`src/common/ib_pkg.sv`:
```
// shared widths, debug command codes and debug instruction fields, imported by all buffer modules
`default_nettype none

package ib_pkg;

   // buffer geometry
   localparam int IB_DEPTH   = 4;                     // slots, fixed by the shift network
   localparam int INSTR_W    = 32;                    // instruction word
   localparam int PC_W       = 31;                    // halfword pc, bits 31 down to 1
   localparam int SLOT_W     = INSTR_W + PC_W + 2;    // word, pc, pc4 and icaf per slot
   localparam int DBG_ADDR_W = 12;                    // low debug address bits in use

   // debug command types
   localparam logic [1:0] DBG_TYPE_GPR = 2'd0;
   localparam logic [1:0] DBG_TYPE_CSR = 2'd1;
   localparam logic [1:0] DBG_TYPE_MEM = 2'd2;        // handled outside the buffer

   // fence csr only reachable from debug mode
   localparam logic [DBG_ADDR_W-1:0] CSR_DEBUG_FENCE = 12'h7c4;

   // fixed fields around the register or csr number
   // or x0, reg, x0 -> funct3 110, rd x0, op-reg
   localparam logic [14:0] OPC_GPR_READ_LO  = 15'b110_00000_0110011;
   // or reg, x0, x0 -> funct7, rs2, rs1 all zero, funct3 110
   localparam logic [19:0] OPC_GPR_WRITE_HI = 20'b0000000_00000_00000_110;
   localparam logic [6:0]  OPC_GPR_WRITE_LO = 7'b0110011;      // op-reg
   // csrrs x0, csr, x0
   localparam logic [19:0] OPC_CSR_READ_LO  = 20'b00000_010_00000_1110011;
   // csrrw x0, csr, x0 so the write data arrives on rs1
   localparam logic [19:0] OPC_CSR_WRITE_LO = 20'b00000_001_00000_1110011;

   // low debug address bits, read as a csr number or as a gpr index
   typedef union packed {
      logic [DBG_ADDR_W-1:0] csr;                     // whole field is the csr
      struct packed {
         logic [6:0] rsvd;                            // don't care for gpr access
         logic [4:0] idx;                             // x0 to x31
      } gpr;
   } dbg_addr_u;

endpackage

`default_nettype wire

```
`src/ib/ib_ctl.sv`:
```
// slot occupancy, flush register and write/shift selection of the instruction buffer, used by ib_top
`timescale 1ns/1ns
`default_nettype none

module ib_ctl
   import ib_pkg::*;
(
   input  logic                clk,
   input  logic                rst_n,
   input  logic                flush,            // flush request, takes effect one cycle later
   input  logic                fetch_i0_valid,   // fetch offers i0
   input  logic                fetch_i1_valid,   // only together with i0
   input  logic                decode_i0,        // decode takes slot 0
   input  logic                decode_i1,        // decode takes slot 1 as well
   input  logic                debug_valid,      // synthesized debug instruction for slot 0
   output logic [IB_DEPTH-1:0] ib_valid,         // slot valids, always packed from slot 0
   output logic [IB_DEPTH-1:0] wr_i0,            // i0 lands in slot n
   output logic [IB_DEPTH-1:1] wr_i1,            // i1 lands in slot n
   output logic                shift_1_0,
   output logic                shift_2_1,
   output logic                shift_3_2,
   output logic                shift_2_0,
   output logic                shift_3_1,
   output logic [IB_DEPTH-1:0] slot_load         // per slot data enable
);

   logic                flush_q;                 // registered flush
   logic                i0_ok;                   // i0 accepted this cycle
   logic                i1_ok;
   logic                shift0;                  // nothing decoded
   logic                shift1;                  // one slot decoded
   logic                shift2;                  // two slots decoded
   logic [IB_DEPTH-1:0] shift_val;               // valids after removing decoded slots
   logic [IB_DEPTH-1:0] valid_d;

   always_ff @(posedge clk or negedge rst_n) begin
      if (!rst_n) begin
         flush_q <= 1'b0;
      end else begin
         flush_q <= flush;
      end
   end

   // accept only with room, an offer without room is lost
   assign i0_ok = fetch_i0_valid & ~ib_valid[3] & ~flush_q;   // i0 needs slot 3 free
   assign i1_ok = fetch_i1_valid & ~ib_valid[2] & ~flush_q;   // i1 needs slot 2 free

   assign shift0 = ~decode_i0;
   assign shift1 =  decode_i0 & ~decode_i1;
   assign shift2 =  decode_i0 &  decode_i1;

   // occupancy as it stands once decode has taken its slots
   assign shift_val = ({IB_DEPTH{shift0}} & ib_valid) |
                      ({IB_DEPTH{shift1}} & {1'b0, ib_valid[3:1]}) |
                      ({IB_DEPTH{shift2}} & {2'b00, ib_valid[3:2]});

   // i0 goes to the first free slot after the shift
   assign wr_i0[0] = ~shift_val[0] & (i0_ok | debug_valid);   // debug only ever targets slot 0
   assign wr_i0[1] =  shift_val[0] & ~shift_val[1] & i0_ok;
   assign wr_i0[2] =  shift_val[1] & ~shift_val[2] & i0_ok;
   assign wr_i0[3] =  shift_val[2] & ~shift_val[3] & i0_ok;

   // i1 one slot above i0
   assign wr_i1[1] = ~shift_val[0] & i1_ok;
   assign wr_i1[2] =  shift_val[0] & ~shift_val[1] & i1_ok;
   assign wr_i1[3] =  shift_val[1] & ~shift_val[2] & i1_ok;

   // move surviving entries down
   assign shift_1_0 = shift1 & ib_valid[1];
   assign shift_2_1 = shift1 & ib_valid[2];
   assign shift_3_2 = shift1 & ib_valid[3];
   assign shift_2_0 = shift2 & ib_valid[2];
   assign shift_3_1 = shift2 & ib_valid[3];

   assign slot_load = wr_i0 |
                      {wr_i1, 1'b0} |
                      {1'b0, shift_3_2, shift_2_1 | shift_3_1, shift_1_0 | shift_2_0};

   // new valids, dropped as a whole by the registered flush
   assign valid_d = (shift_val | wr_i0 | {wr_i1, 1'b0}) & ~{IB_DEPTH{flush_q}};

   always_ff @(posedge clk or negedge rst_n) begin
      if (!rst_n) begin
         ib_valid <= '0;
      end else begin
         ib_valid <= valid_d;
      end
   end

endmodule

`default_nettype wire

```
`src/ib/ib_slots.sv`:
```
// four instruction data slots with fetch write and shift-down multiplexing, used by ib_top
`timescale 1ns/1ns
`default_nettype none

module ib_slots
   import ib_pkg::*;
(
   input  logic                clk,
   input  logic                rst_n,

   input  logic [INSTR_W-1:0]  fetch_i0_instr,
   input  logic [PC_W-1:0]     fetch_i0_pc,      // pc bits 31 down to 1
   input  logic                fetch_i0_pc4,     // 4-byte instruction, else 2-byte
   input  logic                fetch_i0_icaf,    // access fault on fetch
   input  logic [INSTR_W-1:0]  fetch_i1_instr,
   input  logic [PC_W-1:0]     fetch_i1_pc,
   input  logic                fetch_i1_pc4,
   input  logic                fetch_i1_icaf,

   input  logic                debug_valid,      // slot 0 takes debug_instr instead of i0
   input  logic [INSTR_W-1:0]  debug_instr,

   input  logic [IB_DEPTH-1:0] wr_i0,
   input  logic [IB_DEPTH-1:1] wr_i1,
   input  logic                shift_1_0,
   input  logic                shift_2_1,
   input  logic                shift_3_2,
   input  logic                shift_2_0,
   input  logic                shift_3_1,
   input  logic [IB_DEPTH-1:0] slot_load,

   output logic [INSTR_W-1:0]  dec_i0_instr,     // slot 0 to decode
   output logic [PC_W-1:0]     dec_i0_pc,
   output logic                dec_i0_pc4,
   output logic                dec_i0_icaf,
   output logic [INSTR_W-1:0]  dec_i1_instr,     // slot 1 to decode
   output logic [PC_W-1:0]     dec_i1_pc,
   output logic                dec_i1_pc4,
   output logic                dec_i1_icaf
);

   logic [IB_DEPTH-1:0][SLOT_W-1:0] slot_q;      // {instr, pc, pc4, icaf} per slot
   logic [IB_DEPTH-1:0][SLOT_W-1:0] slot_d;
   logic [SLOT_W-1:0]               i0_data;
   logic [SLOT_W-1:0]               i1_data;
   logic [SLOT_W-1:0]               i0_slot0;    // i0 or debug word for slot 0
   logic [INSTR_W-1:0]              slot0_instr;

   assign i0_data = {fetch_i0_instr, fetch_i0_pc, fetch_i0_pc4, fetch_i0_icaf};
   assign i1_data = {fetch_i1_instr, fetch_i1_pc, fetch_i1_pc4, fetch_i1_icaf};

   // debug replaces only the word, side fields still follow lane i0
   assign slot0_instr = debug_valid ? debug_instr : fetch_i0_instr;
   assign i0_slot0    = {slot0_instr, fetch_i0_pc, fetch_i0_pc4, fetch_i0_icaf};

   // top slot is only ever written from fetch
   assign slot_d[3] = ({SLOT_W{wr_i0[3]}} & i0_data) |
                      ({SLOT_W{wr_i1[3]}} & i1_data);

   assign slot_d[2] = ({SLOT_W{wr_i0[2]}} & i0_data) |
                      ({SLOT_W{wr_i1[2]}} & i1_data) |
                      ({SLOT_W{shift_3_2}} & slot_q[3]);

   assign slot_d[1] = ({SLOT_W{wr_i0[1]}} & i0_data) |
                      ({SLOT_W{wr_i1[1]}} & i1_data) |
                      ({SLOT_W{shift_2_1}} & slot_q[2]) |
                      ({SLOT_W{shift_3_1}} & slot_q[3]);  // double shift

   // i1 can never land in slot 0
   assign slot_d[0] = ({SLOT_W{wr_i0[0]}} & i0_slot0) |
                      ({SLOT_W{shift_1_0}} & slot_q[1]) |
                      ({SLOT_W{shift_2_0}} & slot_q[2]);  // double shift

   always_ff @(posedge clk or negedge rst_n) begin
      if (!rst_n) begin
         slot_q <= '0;
      end else begin
         for (int i = 0; i < IB_DEPTH; i++) begin
            if (slot_load[i]) begin
               slot_q[i] <= slot_d[i];                   // hold when not selected
            end
         end
      end
   end

   // two oldest slots face decode
   assign {dec_i0_instr, dec_i0_pc, dec_i0_pc4, dec_i0_icaf} = slot_q[0];
   assign {dec_i1_instr, dec_i1_pc, dec_i1_pc4, dec_i1_icaf} = slot_q[1];

endmodule

`default_nettype wire

```
`src/debug/dbg_inject.sv`:
```
// turns a debugger gpr/csr access into an instruction for slot 0 and raises the debug flags
`timescale 1ns/1ns
`default_nettype none

module dbg_inject
   import ib_pkg::*;
(
   input  logic                  clk,
   input  logic                  rst_n,
   input  logic                  dbg_cmd_valid,   // command present this cycle
   input  logic                  dbg_cmd_write,   // write, else read
   input  logic [1:0]            dbg_cmd_type,    // gpr, csr or memory
   input  logic [DBG_ADDR_W-1:0] dbg_cmd_addr,    // csr number or gpr index
   output logic                  debug_valid,     // command goes into the buffer
   output logic [INSTR_W-1:0]    debug_instr,     // synthesized word
   output logic                  dbg_wdata_rs1,   // write data rides on rs1 next cycle
   output logic                  dbg_fence        // debug fence next cycle
);

   dbg_addr_u daddr;
   logic      dbg_rd;
   logic      dbg_wr;
   logic      rd_gpr;
   logic      wr_gpr;
   logic      rd_csr;
   logic      wr_csr;
   logic      fence_d;

   assign daddr = dbg_cmd_addr;

   // memory accesses bypass the buffer
   assign debug_valid = dbg_cmd_valid & (dbg_cmd_type != DBG_TYPE_MEM);

   assign dbg_rd = debug_valid & ~dbg_cmd_write;
   assign dbg_wr = debug_valid &  dbg_cmd_write;

   assign rd_gpr = dbg_rd & (dbg_cmd_type == DBG_TYPE_GPR);
   assign wr_gpr = dbg_wr & (dbg_cmd_type == DBG_TYPE_GPR);
   assign rd_csr = dbg_rd & (dbg_cmd_type == DBG_TYPE_CSR);
   assign wr_csr = dbg_wr & (dbg_cmd_type == DBG_TYPE_CSR);

   // one-hot and-or select of the four encodings
   assign debug_instr =
      ({INSTR_W{rd_gpr}} & {12'b0, daddr.gpr.idx, OPC_GPR_READ_LO}) |         // reg on rs1
      ({INSTR_W{wr_gpr}} & {OPC_GPR_WRITE_HI, daddr.gpr.idx, OPC_GPR_WRITE_LO}) | // reg on rd
      ({INSTR_W{rd_csr}} & {daddr.csr, OPC_CSR_READ_LO}) |
      ({INSTR_W{wr_csr}} & {daddr.csr, OPC_CSR_WRITE_LO});

   // core is halted and the buffer empty, so the word decodes the very next cycle
   assign fence_d = wr_csr & (daddr.csr == CSR_DEBUG_FENCE);

   always_ff @(posedge clk or negedge rst_n) begin
      if (!rst_n) begin
         dbg_wdata_rs1 <= 1'b0;
         dbg_fence     <= 1'b0;
      end else begin
         dbg_wdata_rs1 <= wr_gpr | wr_csr;   // any register write
         dbg_fence     <= fence_d;
      end
   end

endmodule

`default_nettype wire

```
`src/rtl/ib_top.sv`:
```
// top of the dual-issue instruction buffer, connects control, debug injection and data slots
`timescale 1ns/1ns
`default_nettype none

module ib_top
   import ib_pkg::*;
(
   input  logic                  clk,
   input  logic                  rst_n,

   // fetch lanes
   input  logic                  fetch_i0_valid,
   input  logic [INSTR_W-1:0]    fetch_i0_instr,
   input  logic [PC_W-1:0]       fetch_i0_pc,
   input  logic                  fetch_i0_pc4,
   input  logic                  fetch_i0_icaf,
   input  logic                  fetch_i1_valid,   // only with i0
   input  logic [INSTR_W-1:0]    fetch_i1_instr,
   input  logic [PC_W-1:0]       fetch_i1_pc,
   input  logic                  fetch_i1_pc4,
   input  logic                  fetch_i1_icaf,

   input  logic                  flush,

   // decode handshake
   input  logic                  decode_i0,
   input  logic                  decode_i1,

   // debugger command, only with the buffer empty
   input  logic                  dbg_cmd_valid,
   input  logic                  dbg_cmd_write,
   input  logic [1:0]            dbg_cmd_type,
   input  logic [DBG_ADDR_W-1:0] dbg_cmd_addr,

   output logic [IB_DEPTH-1:0]   ib_valid,
   output logic [INSTR_W-1:0]    dec_i0_instr,
   output logic [PC_W-1:0]       dec_i0_pc,
   output logic                  dec_i0_pc4,
   output logic                  dec_i0_icaf,
   output logic [INSTR_W-1:0]    dec_i1_instr,
   output logic [PC_W-1:0]       dec_i1_pc,
   output logic                  dec_i1_pc4,
   output logic                  dec_i1_icaf,
   output logic                  dbg_wdata_rs1,
   output logic                  dbg_fence
);

   logic                debug_valid;
   logic [INSTR_W-1:0]  debug_instr;
   logic [IB_DEPTH-1:0] wr_i0;
   logic [IB_DEPTH-1:1] wr_i1;
   logic                shift_1_0;
   logic                shift_2_1;
   logic                shift_3_2;
   logic                shift_2_0;
   logic                shift_3_1;
   logic [IB_DEPTH-1:0] slot_load;

   ib_ctl u_ctl (
      .clk            (clk),
      .rst_n          (rst_n),
      .flush          (flush),
      .fetch_i0_valid (fetch_i0_valid),
      .fetch_i1_valid (fetch_i1_valid),
      .decode_i0      (decode_i0),
      .decode_i1      (decode_i1),
      .debug_valid    (debug_valid),
      .ib_valid       (ib_valid),
      .wr_i0          (wr_i0),
      .wr_i1          (wr_i1),
      .shift_1_0      (shift_1_0),
      .shift_2_1      (shift_2_1),
      .shift_3_2      (shift_3_2),
      .shift_2_0      (shift_2_0),
      .shift_3_1      (shift_3_1),
      .slot_load      (slot_load)
   );

   dbg_inject u_dbg (
      .clk           (clk),
      .rst_n         (rst_n),
      .dbg_cmd_valid (dbg_cmd_valid),
      .dbg_cmd_write (dbg_cmd_write),
      .dbg_cmd_type  (dbg_cmd_type),
      .dbg_cmd_addr  (dbg_cmd_addr),
      .debug_valid   (debug_valid),
      .debug_instr   (debug_instr),
      .dbg_wdata_rs1 (dbg_wdata_rs1),
      .dbg_fence     (dbg_fence)
   );

   ib_slots u_slots (
      .clk            (clk),
      .rst_n          (rst_n),
      .fetch_i0_instr (fetch_i0_instr),
      .fetch_i0_pc    (fetch_i0_pc),
      .fetch_i0_pc4   (fetch_i0_pc4),
      .fetch_i0_icaf  (fetch_i0_icaf),
      .fetch_i1_instr (fetch_i1_instr),
      .fetch_i1_pc    (fetch_i1_pc),
      .fetch_i1_pc4   (fetch_i1_pc4),
      .fetch_i1_icaf  (fetch_i1_icaf),
      .debug_valid    (debug_valid),
      .debug_instr    (debug_instr),
      .wr_i0          (wr_i0),
      .wr_i1          (wr_i1),
      .shift_1_0      (shift_1_0),
      .shift_2_1      (shift_2_1),
      .shift_3_2      (shift_3_2),
      .shift_2_0      (shift_2_0),
      .shift_3_1      (shift_3_1),
      .slot_load      (slot_load),
      .dec_i0_instr   (dec_i0_instr),
      .dec_i0_pc      (dec_i0_pc),
      .dec_i0_pc4     (dec_i0_pc4),
      .dec_i0_icaf    (dec_i0_icaf),
      .dec_i1_instr   (dec_i1_instr),
      .dec_i1_pc      (dec_i1_pc),
      .dec_i1_pc4     (dec_i1_pc4),
      .dec_i1_icaf    (dec_i1_icaf)
   );

endmodule

`default_nettype wire

```
`config.mk`:
```
export PLATFORM = sky130hd
export DESIGN_NAME = ib_top
export DESIGN_NICKNAME = d
export VERILOG_FILES = /design/src/common/ib_pkg.sv /design/src/ib/ib_ctl.sv /design/src/ib/ib_slots.sv /design/src/debug/dbg_inject.sv /design/src/rtl/ib_top.sv
export SDC_FILE = /design/constraint.sdc
export NUM_CORES = 1
export LEC_CHECK = 0
export ABC_AREA = 1
export BUFFER_PORTS_ARGS = -buffer_cell sky130_fd_sc_hd__buf_2
export CAP_MARGIN = 15
export CELL_PAD_IN_SITES_DETAIL_PLACEMENT = 1
export CELL_PAD_IN_SITES_GLOBAL_PLACEMENT = 2
export CORE_MARGIN = 5
export CORE_UTILIZATION = 28
export DETAILED_ROUTE_END_ITERATION = 6
export MAX_ROUTING_LAYER = met4
export PLACE_DENSITY_LB_ADDON = 0.1
export SETUP_SLACK_MARGIN = 0.1
export SLEW_MARGIN = 20
export SYNTH_ARGS = -nofsm -noshare
export SYNTH_HDL_FRONTEND = slang
export SYNTH_SLANG_ARGS = --single-unit
```
`constraint.sdc`:
```
create_clock -name clk -period 1.6 [get_ports clk]
set_clock_uncertainty 0.05 [all_clocks]
set_input_delay 0 -clock clk [delete_from_list [all_inputs] [get_ports clk]]
set_output_delay 0 -clock clk [all_outputs]
set_load 0.1 [all_outputs]
```
==> key figures, run 1 <==
Outcome
  • Outcome: finished, violations left
  • Failing checks: negative setup slack

Synthesis
  • Syn nets: 2539
  • Top cell type's share of synthesized area: 0.412
  • Largest area contributor in the netlist: dfrtp_1
  • Synth Warn #: 0
  • Yosys cell types: 23
  • #FFs+latches synth: between 200 and 300
  • Cells after Synth: 2386
  • Mean Syn Cell Area: around 6.8 µm²
  • Seq/Total Area, Yosys: 0.412
  • Dominant cells by area after synthesis: dfrtp_1, nand2_1, nand4_1
  • Mapped cell area: around 16000 µm²

Detailed routing
  • Remaining DRCs: 0
  • Via-to-Cell Ratio: between 5 and 6
  • Drt first pass iters: 5
  • Routed WL per cell: ~24 µm
  • Post-DRT Antenna Nets: 0
  • Initial drt markers: ~1.1k
  • Via Count: roughly 18k
  • WL final: 86.1 mm

Power and ir drop
  • Sw frac: 0.449
  • Power Density: around 1300 nW/µm²
  • Clock power frac: 0.287
  • Tot Pwr: just over 30 mW
  • P_leak: between 10 and 15 nW
  • Switching power of the nets: around 14 mW
  • Comb pwr share: 0.376
  • Reg power frac: 0.338
  • Max IR drop VDD: about 0.00083 V
  • Internal power: 17.0 mW

Place
  • Gpl congestion: 0.801
  • IO buf count: ~290
  • DP Worst Slack: -239 ps
  • Hpwl dp: between 50 and 60 mm
  • Placed cell area: approximately 19000 µm²

STA
  • Slew HR: 0.445
  • Pins over their slew limit: 0
  • Tmin final: between 1500 and 2000 ps
  • Slew at the pin closest to its max-slew limit: approximately 830 ps
  • Setup ws final: -206 ps
  • RSZ-0062 raised after global routing: true
  • Setup violators final: roughly 260
  • Crit share post-route: 1.13
  • Fin. Hold Viols: 0
  • Hold_ws: about 81 ps
  • Fmax: between 500 and 600 MHz

Floorplanning
  • Core ar.: around 57000 µm²
  • # rows: 88
  • Starting Density: 0.282
  • Die W: between 200 and 300 µm
  • Die Y: roughly 250 µm
  • Die Area: ~63000 µm²
  • I/O pin total: between 200 and 300

Clock tree
  • Clk Latency, worst-skew pair: 560 ps
  • Clock buffer count from CTS: 38
  • Root Buffer: clkbuf_16
  • CTS sink count: around 270
  • Clock Path Buffers: 3
  • CTS tree: built
  • CTS clk-pin slew, worst paths: 60 ps
  • # H-tree levels: 2

Worst setup path
  • Worst EP arrival: 2240 ps
  • Kind of critical path: reg -> reg
  • WP data required: 2030 ps
  • Max FO, Critical Path: 7
  • Crit end category: register
  • CP startpoint kind: register

Final layout
  • Most common cell after layout, fill and taps aside: nand2_1
  • Fill count: 7048
  • Final Cell Area: ~24000 µm²
  • Nets: approximately 2.9k
  • Most frequent cells in the layout: nand2_1, nor2_1, buf_2, dfrtp_1, nand4_1
  • Area growth syn-to-layout: 46.1%
  • Share of cells above drive strength 1: 0.261

Global routing
  • Antenna violations before repair: 5
  • Global-route wire length before repair: 124 mm
  • All-Layer GR Usage: 0.264
  • Remaining Overflow, GRT: 0
  • Largest net degree at the start of global routing: 62
  • Vias in the first global route: 18.9k

Hold path
  • Hold Path Class: in -> reg

Job
  • Max cap viols: 0
## synth_stat cells (all sizes together)
cell type and instances:
nand2 842, nor2 336, dfrtp 267, nand4 242, buf 224, inv 202
nand3 96, a21oi 69, clkbuf 55, a22oi 19, o21ai 17, o22ai 7
o211ai 5, a31oi 2, nor3 2, nor4 1
## area by class of cell
class / count / area (µm²) / area share
diodes: 5 / 12.5 / 0.000528
well taps: 765 / 957 / 0.0404
flip-flops and latches: 267 / 6700 / 0.283
multi-input cells: 1638 / 7930 / 0.335
repair buffers: 632 / 6000 / 0.253
clock buffers: 64 / 1230 / 0.0520
inverters: 202 / 808 / 0.0341
clock inverters: 5 / 53.8 / 0.00227
## through the flow
step	utilization	TNS [ps]	cells
finish	0.412	-35040	3578
global route	0.412	-51160	3578
CTS	0.393	-25630	3551
detailed placement	0.326	-28230	3285
global placement	0.326	-21680	3285
floorplan	-	-23830	2386
## path summary, 6_finish.rpt
kind / start / slack [ps] / end / cells after the start
max: u_ctl.ib_valid[3]$_DFF_PN0_ / -210 / u_slots.dec_i0_pc[14]$_DFFE_PN0P_ / 8
min: flush / 80 / u_ctl.flush_q$_DFF_PN0_ / 2
max reg2reg: u_ctl.ib_valid[3]$_DFF_PN0_ / -210 / u_slots.dec_i0_pc[14]$_DFFE_PN0P_ / 8
min reg2reg: u_slots.dec_i0_instr[31]$_DFFE_PN0P_ / 430 / u_slots.dec_i0_instr[31]$_DFFE_PN0P_ / 2
max in group asynchronous: rst_n / 260 / u_slots.dec_i1_pc[15]$_DFFE_PN0P_ / 4
min in group asynchronous: rst_n / 430 / u_slots.dec_i0_instr[15]$_DFFE_PN0P_ / 3
## power groups by stage
stage	clock network [mW]	registers (mW)	logic [mW]
6_report	8.86	10.4	11.6
5_1_grt	9.35	10.7	12.3
4_1_cts	9.07	10.4	11.2
3_5_place_dp	0	10.5	10.4
3_3_place_gp	0	10.4	10.2
2_1_floorplan	0	10.1	8.71
## critical path, cell delays in order (launching register included)
cell and delay, ps:
dfrtp_4 520, nor3_4 240, buf_6 170, nor2_4 40, nor2_4 140, buf_12 200
clkbuf_16 230, nand2_2 60, nand4_1 70
## sequential cells by signal (all words and copies together), names as in the netlist
name and count:
u_slots.dec_i0_icaf 1, u_slots.dec_i0_pc4 1, u_slots.slot_q 130, u_ctl.ib_valid 4, u_slots.dec_i1_pc4 1, u_dbg.dbg_wdata_rs1 1
u_slots.dec_i0_instr 32, u_ctl.flush_q 1, u_slots.dec_i1_pc 31, u_slots.dec_i1_instr 32, u_slots.dec_i1_icaf 1, u_slots.dec_i0_pc 31
u_dbg.dbg_fence 1
## cell families after synthesis
family | after synthesis | synth area share
compound gates | 119 | 0.0411
buf+inv | 481 | 0.148
flops | 267 | 0.412
simple gates | 1519 | 0.399
## routing by layer
metal | routed length [µm] | GRT usage | vias up
li1 | - | - | 8330
met1 | 38800 | 0.349 | 9171
met2 | 41100 | 0.430 | 486
met3 | 4160 | 0.0358 | 116
met4 | 2030 | 0.0666 | 0
met5 | 0 | - | -
## timing repair
item / 4_1_cts / 5_1_grt
hold buffers: 159 / 0
gates resized for setup: 93 / 202
setup buffers: 23 / 5
hold endpoints to repair: 531 / 0
cloned: 16 / 18
pin swaps: 42 / 114
endpoints found under the setup margin: 283 / 288
(Power assumes the default switching activity.)
==> run 2, diff against run 1 <==
--- a/config.mk
+++ b/config.mk
@@ -5,14 +5,14 @@
 export SDC_FILE = /design/constraint.sdc
 export NUM_CORES = 1
 export LEC_CHECK = 0
-export ABC_AREA = 1
 export BUFFER_PORTS_ARGS = -buffer_cell sky130_fd_sc_hd__buf_2
 export CAP_MARGIN = 15
 export CELL_PAD_IN_SITES_DETAIL_PLACEMENT = 1
 export CELL_PAD_IN_SITES_GLOBAL_PLACEMENT = 2
 export CORE_MARGIN = 5
-export CORE_UTILIZATION = 28
+export CORE_UTILIZATION = 36
 export DETAILED_ROUTE_END_ITERATION = 6
+export HOLD_SLACK_MARGIN = 0.06
 export MAX_ROUTING_LAYER = met4
 export PLACE_DENSITY_LB_ADDON = 0.1
 export SETUP_SLACK_MARGIN = 0.1
==> constraint.sdc (replaced) <==
create_clock -name clk -period 1.95 [get_ports clk]
set_clock_uncertainty 0.05 [all_clocks]
set_input_delay 0 -clock clk [delete_from_list [all_inputs] [get_ports clk]]
set_output_delay 0 -clock clk [all_outputs]
set_load 0.1 [all_outputs]
==> run 2 against run 1 <==
  * The flow still finishes with violations (negative setup slack)
  * Clock power decreased by 26%
  * Flip-flop and latch count unchanged
  * Hold slack improved by 12 ps
  * Largest cell class unchanged
  * Cell count decreased by 26%
  * Worst setup slack got worse by 110 ps
  * Sequential share of layout area decreased by 0.84 points
  * Die area decreased by 19%
  * Critical path depth decreased by 1
  * Wire length decreased by 2.3%
  * Cell area increased by 3.1%
  * Largest power group unchanged
  * Core utilization increased by 12 points
==> key figures, run 2 <==
Outcome
  • Outcome: finished, violations left
  • Failing checks: negative setup slack

Place
  • IO buf count: around 290
  • DP Worst Slack: -218 ps
  • Inst Count DP: between 2k and 2.5k
  • Gpl congestion: ~0.84
  • Placed cell area: approximately 19000 µm²
  • Hpwl dp: 49.1 mm

Worst setup path
  • Family with the most delay on the worst path: multiplexers
  • CP dominant cell by count: buf_12
  • CP peak stage delay: about 500 ps
  • Crit end category: register
  • Critical path buffers and inverters: 3
  • CP startpoint kind: register
  • Kind of critical path: reg -> reg
  • WP data required: 2320 ps
  • Max FO, Critical Path: 26
  • Worst EP arrival: roughly 2600 ps
  • Crit-path slowest cell: dfrtp_4
  • Crit path cell chain: buf_4, buf_12, mux2i_1, nor2_1, or3_4, buf_12, mux2_1

Synthesis
  • Top cell type's share of synthesized area: 0.401
  • Yosys cell types: 62
  • Largest area contributor in the netlist: dfrtp_1
  • #FFs+latches synth: 267
  • Most frequent cell after synthesis: dfrtp_1
  • Compound-Gate Fraction of Synth Area: 0.329
  • Asr flop ratio synth: 1.00
  • Dominant cells by area after synthesis: dfrtp_1, a22o_1, a221o_1
  • Synth Warn #: 0
  • Post-synth top cells: dfrtp_1, buf_4, a22o_1
  • Cells after Synth: around 1.6k
  • Mapped cell area: between 15000 and 20000 µm²
  • Number of flops mapped to enable cells by yosys: 0
  • Mean Syn Cell Area: slightly above 10 µm²
  • Seq/Total Area, Yosys: 0.401
  • Simple-gate portion of the synthesized area: 0.103
  • Largest family of logic cells by synthesized area: compound AO/OA/AOI/OAI gates
  • Xor/xnor share of the synthesized area: 0
  • Post-synthesis mux area share: 0.0526
  • Primary FF master, synth: dfrtp_1
  • Post-Synth Adder-Cell Area: 0
  • Syn nets: between 1.5k and 2k

Detailed routing
  • Post-DRT Antenna Nets: 0
  • Via Count: around 17k
  • Via-to-Cell Ratio: about 6.4
  • Remaining DRCs: 0
  • Drt first pass iters: 5
  • Routed WL per cell: around 32 µm
  • Initial drt markers: around 1.6k
  • WL final: between 80 and 90 mm

Clock tree
  • Clock Path Buffers: 3
  • # H-tree levels: 2
  • Root Buffer: clkbuf_16
  • CTS clk-pin slew, worst paths: 60 ps
  • CTS tree: built
  • CTS sink count: ~270
  • Clock buffer count from CTS: 36
  • Clk Latency, worst-skew pair: 540 ps

Power and ir drop
  • Tot Pwr: roughly 25 mW
  • P_leak: 10.5 nW
  • Sw frac: 0.438
  • Max IR drop VDD: between 0.0006 and 0.0007 V
  • Reg power frac: 0.329
  • Switching power of the nets: 11.0 mW
  • Power Density: approximately 1000 nW/µm²
  • Clock power frac: 0.260
  • Comb pwr share: 0.412
  • Internal power: roughly 14 mW

STA
  • Fin. Hold Viols: 0
  • Fmax: between 400 and 500 MHz
  • Slew HR: 0.587
  • Crit share post-route: 1.16
  • Setup violators final: about 260
  • Setup ws final: -317 ps
  • Tmin final: between 2000 and 2500 ps
  • Pins over their slew limit: 0
  • RSZ-0062 raised after global routing: true
  • Slew at the pin closest to its max-slew limit: approximately 620 ps

Global routing
  • Largest net degree at the start of global routing: 62
  • All-Layer GR Usage: 0.309
  • Global-route wire length before repair: 117 mm
  • Remaining Overflow, GRT: 0
  • Vias in the first global route: around 18k
  • Antenna violations before repair: 2

Final layout
  • Nets: between 2k and 2.5k
  • Non-filler cells, final: approximately 2.7k
  • Final Cell Area: about 24000 µm²
  • Area growth syn-to-layout: 46.5%
  • Max reg flops: 130
  • Largest register by flop count: u_slots.slot_q
  • Share of cells above drive strength 1: 0.372
  • Most common cell after layout, fill and taps aside: buf_2
  • Most frequent cells in the layout: buf_2, dfrtp_1, dlygate4sd3_1, a22o_1
  • Fin util: 0.536

Floorplanning
  • Die Area: around 50000 µm²
  • I/O pin total: between 200 and 300
  • Core ar.: ~46000 µm²
  • # rows: 78
  • Starting Density: 0.365
  • Die Y: between 200 and 250 µm
  • Die W: roughly 230 µm

Job
  • Max cap viols: 0

Hold path
  • Hold Path Class: in -> reg
[run 2: layout make-up]
cell class | instances | area (µm²)
antenna | 1 | 2.50
clock buffer | 55 | 1050
clock inverter | 7 | 63.8
fill | 4766 | 21200
inverter | 7 | 27.5
multi-input combinational | 1048 | 9420
sequential | 267 | 6700
tap | 600 | 751
timing repair buffer | 680 | 6400
[run 2: cell families after synthesis]
kind of cell / Yosys count
simple gates: 290
compound gates: 680
mux: 78
buf+inv: 321
flops: 267
[run 2: timing repair]
| action | 4_1_cts | 5_1_grt |
|---|---|---|
| hold endpoints to repair | 531 | 0 |
| endpoints found under the setup margin | 263 | 264 |
| buffers inserted | 31 | 16 |
| hold buffers | 153 | 0 |
| pin swaps | 51 | 84 |
| gates resized for setup | 154 | 192 |
| gates cloned | 15 | 21 |
[run 2: power groups by stage]
stage	clock network (mW)	logic (mW)	registers [mW]
floorplan	0	7.19	7.92
global placement	0	8.64	8.15
detailed placement	0	8.74	8.19
CTS	6.61	9.48	8.15
global route	6.87	10.7	8.43
finish	6.54	10.4	8.28
[run 2: worst register-to-register path, cell delays in order (launching register included)]
cell and delay, ps:
dfrtp_4 500, buf_4 160, buf_12 140, mux2i_1 200, nor2_1 120, or3_4 400
buf_12 200, mux2_1 390
[run 2: through the flow]
stage	TNS [ps]	hold WS, ps
6_report	-53280	92.7
5_1_grt	-59820	99.2
4_1_cts	-24330	72.7
3_5_place_dp	-32830	-45.1
3_3_place_gp	-21840	-40.3
2_1_floorplan	-65550	-346
[run 2: worst paths after layout]
kind / cells after the start / to / startpoint / slack [ps]
max: 7 / u_slots.dec_i1_instr[8]$_DFFE_PN0P_ / u_ctl.ib_valid[2]$_DFF_PN0_ / -320
min in group asynchronous: 3 / u_slots.slot_q[140]$_DFFE_PN0P_ / rst_n / 500
min reg2reg: 1 / u_slots.dec_i0_instr[4]$_DFFE_PN0P_ / u_slots.dec_i0_instr[4]$_DFFE_PN0P_ / 460
max in group asynchronous: 4 / u_slots.dec_i1_instr[4]$_DFFE_PN0P_ / rst_n / 550
max reg2reg: 7 / u_slots.dec_i1_instr[8]$_DFFE_PN0P_ / u_ctl.ib_valid[2]$_DFF_PN0_ / -320
min: 4 / u_slots.dec_i0_instr[26]$_DFFE_PN0P_ / decode_i0 / 90
[run 2: metal layers]
layer,GRT usage,vias up,part of all wire,wire length (µm)
met5,-,-,0,0
met4,0.0951,0,0.037,3080
met3,0.0403,194,0.071,5980
met2,0.508,820,0.49,40800
met1,0.400,8928,0.41,34200
li1,-,7212,-,-
